===== config.mk =====
export PLATFORM = sky130hd
export DESIGN_NAME = elevator
export DESIGN_NICKNAME = d
export VERILOG_FILES = /design/src/hdl/elevator_pkg.sv /design/src/hdl/elevator.sv /design/src/hdl/car_controller.sv /design/src/hdl/door_sequencer.sv /design/src/hdl/travel_planner.sv /design/src/hdl/call_register.sv
export SDC_FILE = /design/constraint.sdc
export NUM_CORES = 1
export LEC_CHECK = 0
export BUFFER_PORTS_ARGS = -buffer_cell sky130_fd_sc_hd__buf_2
export CORE_MARGIN = 4
export CORE_UTILIZATION = 30
export DETAILED_ROUTE_END_ITERATION = 10
export PLACE_DENSITY = 0.52
export SYNTH_ARGS = -nofsm -noshare
export SYNTH_HDL_FRONTEND = slang
export SYNTH_HIERARCHICAL = 1
export SYNTH_SLANG_ARGS = --single-unit

===== constraint.sdc =====
create_clock -name clk -period 5.5 [get_ports clk]
set_input_delay 0.275 -clock clk [delete_from_list [all_inputs] [get_ports clk]]
set_output_delay 0.275 -clock clk [all_outputs]
set_load 0.01 [all_outputs]

===== src/hdl/elevator_pkg.sv =====
// elevator package: floor count, engine and door encodings, door timing
package elevator_pkg;

	localparam int num_floors = 8;
	localparam int floor_w = 3; // enough for num_floors

	typedef logic [floor_w-1:0] floor_t;
	typedef logic [num_floors-1:0] floor_vec_t; // one bit per floor

	// engine command towards the drive
	typedef enum logic [1:0] {
		engine_idle = 2'd0,
		engine_down = 2'd1,
		engine_up = 2'd2
	} engine_t;

	// door command towards the door operator
	typedef enum logic [1:0] {
		door_idle = 2'd0,
		door_open = 2'd1,
		door_close = 2'd2
	} door_t;

	localparam int dwell_cycles = 4; // open time once sensed fully opened
	localparam int dwell_w = 3; // holds 0 .. dwell_cycles-1

endpackage

===== src/hdl/elevator.sv =====
// elevator top: call registers, planner, door sequencer and car controller
`timescale 1ns/1ps

module elevator
	import elevator_pkg::*;
(
	input logic clk,
	input logic reset,
	input logic open_btn,
	input logic close_btn,
	input logic overload,
	input logic sensor_up,
	input logic sensor_down,
	input logic sensor_inside,
	input logic sensor_door,
	input floor_vec_t btn_in,
	input floor_vec_t btn_up_out,
	input floor_vec_t btn_down_out,
	output engine_t engine,
	output door_t door,
	output floor_t level_display
);

	floor_vec_t cab_calls;
	floor_vec_t up_calls;
	floor_vec_t down_calls;
	floor_vec_t serve_cab;
	floor_vec_t serve_up;
	floor_vec_t serve_down;
	floor_t current_floor;
	logic going_up;
	logic stop_here;
	logic calls_ahead;
	logic calls_behind;
	logic depart_up;
	logic open_req;
	logic door_done;

	assign level_display = current_floor;

	call_register #(
		.valid_mask('1)
	) i_cab_calls (
		.clk(clk),
		.reset(reset),
		.press(btn_in),
		.serve(serve_cab),
		.calls(cab_calls)
	);

	// no up call from the top floor
	call_register #(
		.valid_mask({1'b0, {(num_floors-1){1'b1}}})
	) i_up_calls (
		.clk(clk),
		.reset(reset),
		.press(btn_up_out),
		.serve(serve_up),
		.calls(up_calls)
	);

	// no down call from floor 0
	call_register #(
		.valid_mask({{(num_floors-1){1'b1}}, 1'b0})
	) i_down_calls (
		.clk(clk),
		.reset(reset),
		.press(btn_down_out),
		.serve(serve_down),
		.calls(down_calls)
	);

	travel_planner i_travel_planner (
		.cab_calls(cab_calls),
		.up_calls(up_calls),
		.down_calls(down_calls),
		.current_floor(current_floor),
		.going_up(going_up),
		.stop_here(stop_here),
		.calls_ahead(calls_ahead),
		.calls_behind(calls_behind),
		.depart_up(depart_up)
	);

	door_sequencer i_door_sequencer (
		.clk(clk),
		.reset(reset),
		.open_req(open_req),
		.open_btn(open_btn),
		.close_btn(close_btn),
		.overload(overload),
		.sensor_inside(sensor_inside),
		.sensor_door(sensor_door),
		.door(door),
		.door_done(door_done)
	);

	car_controller i_car_controller (
		.clk(clk),
		.reset(reset),
		.sensor_up(sensor_up),
		.sensor_down(sensor_down),
		.stop_here(stop_here),
		.calls_ahead(calls_ahead),
		.calls_behind(calls_behind),
		.depart_up(depart_up),
		.door_done(door_done),
		.going_up(going_up),
		.current_floor(current_floor),
		.engine(engine),
		.open_req(open_req),
		.serve_cab(serve_cab),
		.serve_up(serve_up),
		.serve_down(serve_down)
	);

endmodule


===== src/hdl/car_controller.sv =====
// car controller: car FSM, floor tracking, engine command and call service
`timescale 1ns/1ps

module car_controller
	import elevator_pkg::*;
(
	input logic clk,
	input logic reset,
	input logic sensor_up,
	input logic sensor_down,
	input logic stop_here,
	input logic calls_ahead,
	input logic calls_behind,
	input logic depart_up,
	input logic door_done,
	output logic going_up,
	output floor_t current_floor,
	output engine_t engine,
	output logic open_req,
	output floor_vec_t serve_cab,
	output floor_vec_t serve_up,
	output floor_vec_t serve_down
);

	typedef enum logic [1:0] {
		st_idle,
		st_doors,
		st_leaving,
		st_travelling
	} car_state_t;

	car_state_t state;
	floor_t floor_q;
	logic aligned;
	logic aligned_q;
	logic arrive;
	logic serve_now;
	floor_vec_t here;

	assign aligned = sensor_up & sensor_down;
	assign arrive = (state == st_travelling) && aligned && !aligned_q; // alignment returns

	// the new floor shows up in the arrival cycle so the planner sees it at once
	always_comb begin
		current_floor = floor_q;
		if (arrive) begin
			if (engine == engine_up) begin
				current_floor = floor_q + 1'b1;
			end else begin
				current_floor = floor_q - 1'b1;
			end
		end
	end

	assign serve_now = stop_here && ((state == st_idle) || arrive);
	assign here = floor_vec_t'(1) << current_floor;

	always_ff @(posedge clk or negedge reset) begin
		if (!reset) begin
			state <= st_idle;
			floor_q <= '0;
			going_up <= 1'b1;
			aligned_q <= 1'b0;
			engine <= engine_idle;
			open_req <= 1'b0;
			serve_cab <= '0;
			serve_up <= '0;
			serve_down <= '0;
		end else begin
			aligned_q <= aligned;
			floor_q <= current_floor;
			open_req <= 1'b0; // strobes default low
			serve_cab <= '0;
			serve_up <= '0;
			serve_down <= '0;
			if (serve_now) begin
				engine <= engine_idle;
				open_req <= 1'b1;
				state <= st_doors;
				serve_cab <= here;
				if (calls_ahead) begin
					if (going_up) begin
						serve_up <= here;
					end else begin
						serve_down <= here;
					end
				end else begin
					// end of the run: take this floor's hall calls and turn
					serve_up <= here;
					serve_down <= here;
					going_up <= ~going_up;
				end
			end else begin
				case (state)
					st_idle: begin
						if (calls_ahead || calls_behind) begin
							going_up <= depart_up;
							engine <= depart_up ? engine_up : engine_down;
							state <= st_leaving;
						end
					end
					st_doors: begin
						if (door_done) begin
							state <= st_idle;
						end
					end
					st_leaving: begin
						if (!aligned) begin
							state <= st_travelling; // left the floor zone
						end
					end
					st_travelling: begin
						if (arrive) begin
							state <= st_leaving; // pass through, engine stays on
						end
					end
					default: state <= st_idle;
				endcase
			end
		end
	end

endmodule


===== src/hdl/door_sequencer.sv =====
// door sequencer: open, dwell and close cycle with light curtain and overload
`timescale 1ns/1ps

module door_sequencer
	import elevator_pkg::*;
(
	input logic clk,
	input logic reset,
	input logic open_req,
	input logic open_btn,
	input logic close_btn,
	input logic overload,
	input logic sensor_inside,
	input logic sensor_door, // 0 opened, 1 closed
	output door_t door,
	output logic door_done
);

	typedef enum logic [1:0] {
		ph_closed,
		ph_opening,
		ph_dwell,
		ph_closing
	} door_phase_t;

	door_phase_t phase;
	logic [dwell_w-1:0] dwell_cnt;
	logic dwell_end;

	assign dwell_end = (dwell_cnt == dwell_w'(dwell_cycles - 1)) || close_btn;

	always_ff @(posedge clk or negedge reset) begin
		if (!reset) begin
			phase <= ph_closed;
			dwell_cnt <= '0;
			door_done <= 1'b0;
		end else begin
			door_done <= 1'b0;
			case (phase)
				ph_closed: begin
					if (open_req) begin
						phase <= ph_opening;
					end
				end
				ph_opening: begin
					if (!sensor_door) begin // fully opened
						phase <= ph_dwell;
						dwell_cnt <= '0;
					end
				end
				ph_dwell: begin
					if (overload) begin
						dwell_cnt <= '0; // hold until the load drops
					end else if (dwell_end) begin
						phase <= ph_closing;
					end else begin
						dwell_cnt <= dwell_cnt + 1'b1;
					end
				end
				ph_closing: begin
					if (open_btn || sensor_inside) begin
						phase <= ph_opening; // reopen, full dwell again
					end else if (sensor_door) begin
						phase <= ph_closed;
						door_done <= 1'b1;
					end
				end
				default: phase <= ph_closed;
			endcase
		end
	end

	always_comb begin
		case (phase)
			ph_opening: door = door_open;
			ph_closing: door = door_close;
			default: door = door_idle;
		endcase
	end

endmodule


===== src/hdl/travel_planner.sv =====
// travel planner: selective-collective stop and direction decision
`timescale 1ns/1ps

module travel_planner
	import elevator_pkg::*;
(
	input floor_vec_t cab_calls,
	input floor_vec_t up_calls,
	input floor_vec_t down_calls,
	input floor_t current_floor,
	input logic going_up,
	output logic stop_here,
	output logic calls_ahead,
	output logic calls_behind,
	output logic depart_up
);

	floor_vec_t above_mask;
	floor_vec_t below_mask;
	floor_vec_t all_calls;
	logic any_above;
	logic any_below;
	logic cab_here;
	logic hall_with; // hall call at this floor in travel direction
	logic hall_against;

	// floors strictly above and below the car
	always_comb begin
		for (int i = 0; i < num_floors; i++) begin
			above_mask[i] = (i > current_floor);
			below_mask[i] = (i < current_floor);
		end
	end

	assign all_calls = cab_calls | up_calls | down_calls;
	assign any_above = |(all_calls & above_mask);
	assign any_below = |(all_calls & below_mask);

	assign calls_ahead = going_up ? any_above : any_below;
	assign calls_behind = going_up ? any_below : any_above;

	assign cab_here = cab_calls[current_floor];
	assign hall_with = going_up ? up_calls[current_floor] : down_calls[current_floor];
	assign hall_against = going_up ? down_calls[current_floor] : up_calls[current_floor];

	// an opposite hall call is only taken at the end of the run
	assign stop_here = cab_here | hall_with | (hall_against & ~calls_ahead);

	// keep going while work is ahead, else turn round if work is behind
	always_comb begin
		if (calls_ahead) begin
			depart_up = going_up;
		end else if (calls_behind) begin
			depart_up = ~going_up;
		end else begin
			depart_up = going_up;
		end
	end

endmodule


===== src/hdl/call_register.sv =====
// call register: latches one kind of floor call until the car serves it
`timescale 1ns/1ps

module call_register
	import elevator_pkg::*;
#(
	parameter floor_vec_t valid_mask = '1 // floors where this call can exist
)
(
	input logic clk,
	input logic reset,
	input floor_vec_t press,
	input floor_vec_t serve,
	output floor_vec_t calls
);

	// serve is applied after press, so a clear beats a new press
	always_ff @(posedge clk or negedge reset) begin
		if (!reset) begin
			calls <= '0;
		end else begin
			calls <= (calls | press) & ~serve & valid_mask;
		end
	end

endmodule


# After elaboration in Yosys (flattened, before gate mapping)
# Index checks and enable logic that the tools add are counted.
[word_totals]
ff_bits = 61
output_inout_bits = 7
in_bits = 33
[classes]
reduce_logical = 20
n_eq_ne = 19
n_lt_le_gt_ge = 15
addsub = 3
muxes = 51
bitwise = 19
shift = 1
[op_table]
columns = ["op", "count"]
rows = [
  ["8-bit 2-to-1 mux", 4],
  ["2-bit 2-to-1 mux", 15],
  ["8-bit bitwise AND", 3],
  ["8-bit bitwise OR", 3],
  ["7-bit 2-to-1 mux", 3],
  ["1-bit 2-to-1 mux", 17],
  ["8-bit inverter", 2],
  ["2-bit one-hot mux with 4 select lines", 2],
  ["8-bit OR reduction", 2],
  ["3-bit 2-to-1 mux", 5],
  ["3-bit > comparator, first input constant", 4],
  ["2-bit == test, second input constant", 5],
  ["1-bit binary-select mux with 3-bit select", 3],
  ["3-bit < comparator, first input constant", 3],
  ["3-bit by 2-bit != test with 1-bit output, second input constant", 3],
  ["8-bit by 7-bit bitwise AND with 8-bit output", 1],
  ["8-bit by 7-bit bitwise OR with 8-bit output", 1],
  ["1-bit by 3-bit left shift with 8-bit output, first input constant", 1],
  ["7-bit bitwise AND", 1],
  ["7-bit inverter", 1],
  ["7-bit bitwise OR", 1],
  ["3-bit by 1-bit adder with 3-bit output, second input constant", 2],
  ["2-bit by 3-bit > comparator with 1-bit output, first input constant", 2],
  ["1-bit by 3-bit < comparator with 1-bit output, first input constant", 2],
  ["24 further kinds", 42],
]

# Depth between registers and ports, before layout
[depth]
depth_word = 14
depth_mapped = 19
depth_no_buf = 15

# Modules after synthesis
# The synthesis kept the hierarchy.
[by_module_without_submodules]
columns = ["module", "n_inst", "seq_area_each_um2", "area_each_um2", "cells_each"]
rows = [
  ["car_controller", 1, 852.1, 1592.8, 144],
  ["call_register (i_down_calls ...)", 2, 175.2, 256.5, 16],
  ["travel_planner", 1, 0.0, 467.9, 61],
  ["door_sequencer", 1, 150.1, 455.4, 38],
  ["call_register (i_cab_calls)", 1, 200.2, 280.3, 16],
]

# Worst setup path after synthesis
# No wires, ideal clock.
[synth_timing]
path_type = "register to register"
start = "register i_car_controller.engine[1]"
end = "register i_car_controller.serve_down[1]"
arrival_ns = 3.846
synth_period_minus_slack_ns = 3.991
setup_slack_ns = 1.509
path_buffers = 4
path_stages_with_launch = 18
path_cell_list = "dfrtp_1 -> nor2b_1 -> buf_2 -> fa_1 -> clkbuf_1 -> xnor2_1 -> nor2_1 -> xnor2_1 -> buf_6 -> mux4_2 -> nor2b_2 -> nor2_1 -> o31ai_2 -> o21ai_1 -> buf_2 -> and4_1 -> a211oi_1 -> a221oi_1"
[synth_via]
elab_chain_cells = 12
elab_cells_between_ends = 39
cone_classes = "14 x order compare; 1 x eq/ne; 1 x shift; 14 x mux; 6 x bitwise; 3 x reduce/logical"
[synth_lines]
columns = ["element", "line_no", "source"]
rows = [
  ["start: declaration", "car_controller.sv:18", "output engine_t engine,"],
  ["start signal: assignment", "car_controller.sv:64", "engine <= engine_idle;"],
  ["start signal: assignment", "car_controller.sv:77", "engine <= engine_idle;"],
  ["start signal: assignment", "car_controller.sv:98", "engine <= depart_up ? engine_up : engine_down;"],
  ["2-bit == test *", "car_controller.sv:47", "if (engine == engine_up) begin"],
  ["3-bit 2-to-1 mux *", "car_controller.sv:47", ""],
  ["3-bit 2-to-1 mux *", "car_controller.sv:46", "if (arrive) begin"],
  ["via level_display[2]", "elevator.sv:21", "output floor_t level_display"],
  ["1-bit by 3-bit < comparator with 1-bit output (tied with other cells)", "travel_planner.sv:31", "below_mask[i] = (i < current_floor);"],
  ["8-bit by 7-bit bitwise AND with 8-bit output or 8-bit bitwise AND (tied branches)", "travel_planner.sv:37, travel_planner.sv:36", ""],
  ["8-bit OR reduction, on equally long branches", "travel_planner.sv:37, travel_planner.sv:36", ""],
  ["1-bit 2-to-1 mux", "travel_planner.sv:39", "assign calls_ahead = going_up ? any_above : any_below;"],
  ["1-bit inverter", "travel_planner.sv:47", "assign stop_here = cab_here | hall_with | (hall_against & ~calls_ahead);"],
  ["1-bit bitwise AND", "travel_planner.sv:47", ""],
  ["1-bit bitwise OR *", "travel_planner.sv:47", ""],
  ["via stop_here", "elevator.sv:32", "logic stop_here;"],
  ["1-bit logical AND *", "car_controller.sv:55", "assign serve_now = stop_here && ((state == st_idle) || arrive);"],
  ["8-bit 2-to-1 mux *", "car_controller.sv:76", "if (serve_now) begin"],
  ["end signal: assignment", "car_controller.sv:85", "serve_down <= here;"],
  ["end signal: assignment", "car_controller.sv:90", "serve_down <= here;"],
  ["end: declaration", "car_controller.sv:22", "output floor_vec_t serve_down"],
]
# The timed path passes the listed nets; every way through them passes the cells marked *. The select of a mux whose other input is x is not followed.
# A chain may end at the register's enable or synchronous reset.

# Worst setup path in the final report
[layout_timing]
start = "register i_car_controller.floor_q[0]"
end = "register i_car_controller.serve_down[1]"
[layout_via]
elab_chain_cells = 12
elab_cells_between_ends = 40
cone_classes = "2 x add/sub; 14 x order compare; 1 x shift; 14 x mux; 6 x bitwise; 3 x reduce/logical"
[layout_lines]
columns = ["element", "line_no", "source"]
rows = [
  ["start: declaration", "car_controller.sv:33", "floor_t floor_q;"],
  ["start signal: assignment", "car_controller.sv:71", "floor_q <= current_floor;"],
  ["3-bit by 1-bit subtractor with 3-bit output or 3-bit by 1-bit adder with 3-bit output (tied branches)", "car_controller.sv:50, car_controller.sv:48", ""],
  ["3-bit 2-to-1 mux", "car_controller.sv:47", ""],
  ["3-bit 2-to-1 mux *", "car_controller.sv:46", ""],
  ["1-bit by 3-bit < comparator with 1-bit output (tied with other cells)", "travel_planner.sv:31", ""],
  ["8-bit by 7-bit bitwise AND with 8-bit output or 8-bit bitwise AND (tied branches)", "travel_planner.sv:37, travel_planner.sv:36", ""],
  ["8-bit OR reduction, on equally long branches", "travel_planner.sv:37, travel_planner.sv:36", ""],
  ["1-bit 2-to-1 mux", "travel_planner.sv:39", ""],
  ["1-bit inverter", "travel_planner.sv:47", ""],
  ["1-bit bitwise AND", "travel_planner.sv:47", ""],
  ["1-bit bitwise OR *", "travel_planner.sv:47", ""],
  ["via stop_here", "elevator.sv:32", ""],
  ["1-bit logical AND *", "car_controller.sv:55", ""],
  ["8-bit 2-to-1 mux *", "car_controller.sv:76", ""],
]
# Marks and branches as above.

==> results.md <==
* Core Area at 0.01046 sq mm
* DR vias at 2296
* Via density at 4.938
* 1st-pass router iterations at 4
* # port buffers at 37
* Fin nets at 365
* Initial antenna violation count at 0
* Final setup fails at 0
* Final ANT Viol Nets at 0
* Synth-to-Final Area Change at 15.81%
* Total wire length at 7292 microns
* Slowest cell on crit path: o21ai_1
* CTS max path bufs at 2
* Worst Path Required at 5.71 ns
* Net Count, Synth at 328
* Worst clock skew at 0.01075 ns
* DRC violations left at 0
* Pwr/cell area at 397.5 mW/mm^2
* Peak supply drop at 0.1654 mV
* Total setup buffers inserted after CTS at 0
* Status: complete, no violations
* Fmax at 209.4 MHz
* WP data arrival at 4.98 ns
* Hold Violations, Final at 0
* Die width at 112.1 microns
* Clock Latency Late Sink at 0.34 ns
* Setup_tns at 0 ns
* Post-Syn Area at 0.003252 sq mm
* Crit path largest cell delay at 0.70 ns
* Total clock buffers created by CTS at 9
* Final Wtd Congestion at 0.7580
* Yosys warnings at 6
* Startpoint types: register
* Site Rows at 37
* H-tree depth at 3
* RSZ-0062 raised after global routing: no
* Setup CP Type: register to register
* Final Slew Violations at 0
* LEAKAGE at 1.590 nW
* CP max FO at 19
* Die H at 112.1 microns
* Post_cts resized at 0
* Share of layout cells above drive strength 1 at 0.2584
* DR WL/cell at 15.68 microns
* Avg Cell Area, Syn at 11.33 sq um
* Layout fillers at 1076
* Root Driver: clkbuf_8
* CTS tree: done
* Final critical-path share of the clock period at 0.8684
* Max Cap Violations at 0
* Path type of the worst min-delay path: input port to async pin
* Largest net degree at the start of global routing at 61
* CP Cell Sequence: inv_1 > fa_1 > xnor2_1 > nor2_1 > xnor2_2 > buf_4 > o31ai_1 > a21oi_1 > a211oi_2 > o31ai_2 > o21ai_1 > nand4b_1 > nor2_1 > nand2_1 > a221oi_1
* # IOs at 40
* Tmin final at 4.776 ns
* Die area at 0.01257 sq mm
* Mapped Cells at 287
* Crit end category: register
* Vias in the first global route at 2439
* Clock sinks at 60
* Worst-margin pin slew at 0.8870 ns
* Reg clk slew, reported paths at 0.08 ns
* Max-Slew Margin vs Limit at 0.4047
* First-pass GRT wire length at 12210 microns
* GRT Total Usage at 0.1224
* Initial Util at 0.3108
* Number of hold buffers added after cts at 0
* Final core occ at 0.3600
* DP Wirelength at 5449 microns
* # diodes at 0
* GRT Residual Overflow at 0
* Most used cell, CP: nor2_1
* Iteration-0 DRC Markers at 106
[placed cells by master, fill, tap and decap left out, types with 9 or more instances in the layout]
| cell type | count |
|---|---|
| a21oi_1 | 11 |
| o21ba_1 | 23 |
| clkbuf_8 | 9 |
| nor3_1 | 9 |
| nor2_1 | 28 |
| buf_2 | 37 |
| nand2_1 | 9 |
| inv_1 | 12 |
| dfrtp_1 | 59 |
[sequential cells by signal (all words and copies together) (netlist names)]
register,cells
i_cab_calls/calls,8
i_car_controller/serve_cab,8
i_car_controller/serve_down,7
i_car_controller/serve_up,7
i_down_calls/calls,7
i_up_calls/calls,7
i_car_controller/floor_q,3
i_door_sequencer/dwell_cnt,3
i_car_controller/engine,2
i_car_controller/state,2
i_door_sequencer/phase,2
i_car_controller/aligned_q,1
i_car_controller/going_up,1
i_car_controller/open_req,1
i_door_sequencer/door_done,1
[critical path: cells and delay by family, from the launching register on]
family | cells | cell delay [ns]
AOI/OAI and AO/OA | 6 | 1.79
adders and majority gates | 1 | 0.55
xor gates and xnor gates | 2 | 0.62
and+or+nand+nor | 4 | 0.82
buffers and inverters | 2 | 0.35
DFF | 1 | 0.49
[routing by layer]
metal  vias to the layer above  part of all wire  track usage
met1                      1114              0.46       0.1608
met4                         0             0.017      0.04247
li1                       1117                 -            -
met2                        54              0.48       0.1955
met5                         -                 0            0
met3                        11             0.047      0.03288
[area by class of cell]
type,instances,area [sq um],share of cell area
Inverter,12,45.04,0.01196
Clock inverter,7,98.84,0.02625
Tap cell,136,170.2,0.04518
Sequential cell,60,1503,0.3990
Timing Repair Buffer,42,222.7,0.05914
Multi-Input combinational cell,199,1603,0.4256
Clock buffer,9,123.9,0.03289
[final timing paths]
check                                                from                              to  slack [ns]  cells after the start
min in group clk                                 open_btn      i_door_sequencer/door_done        0.14                      2
max in group asynchronous                           reset   i_car_controller/serve_cab[0]        4.92                      2
hold / removal                                      reset             i_up_calls/calls[5]        0.07                      2
setup / recovery              i_car_controller/floor_q[0]  i_car_controller/serve_down[1]        0.72                     15
hold reg to reg            i_car_controller/serve_down[3]           i_down_calls/calls[3]        0.47                      1
setup reg to reg              i_car_controller/floor_q[0]  i_car_controller/serve_down[1]        0.72                     15
[per-stage QoR]
step	cell area [sq um]	power, mW	setup slack (ns)	hold slack, ns	instances
after floorplan	3252	0.9285	1.509	-0.02059	287
after global placement	3543	1.048	0.8135	0.4646	449
after detailed placement	3543	1.057	0.8089	0.4680	449
after CTS	3766	1.517	0.7278	0.1115	465
after global routing	3766	1.596	0.2499	0.1254	465
final	3766	1.497	0.7239	0.07422	465
[where the power goes]
part | switching [mW] | leakage [nW] | internal (mW)
Combinational | 0.254 | 0.774 | 0.221
Sequential | 0.0706 | 0.706 | 0.501
Clock | 0.192 | 0.110 | 0.257
Total | 0.517 | 1.59 | 0.980
(Power assumes the default switching activity.)
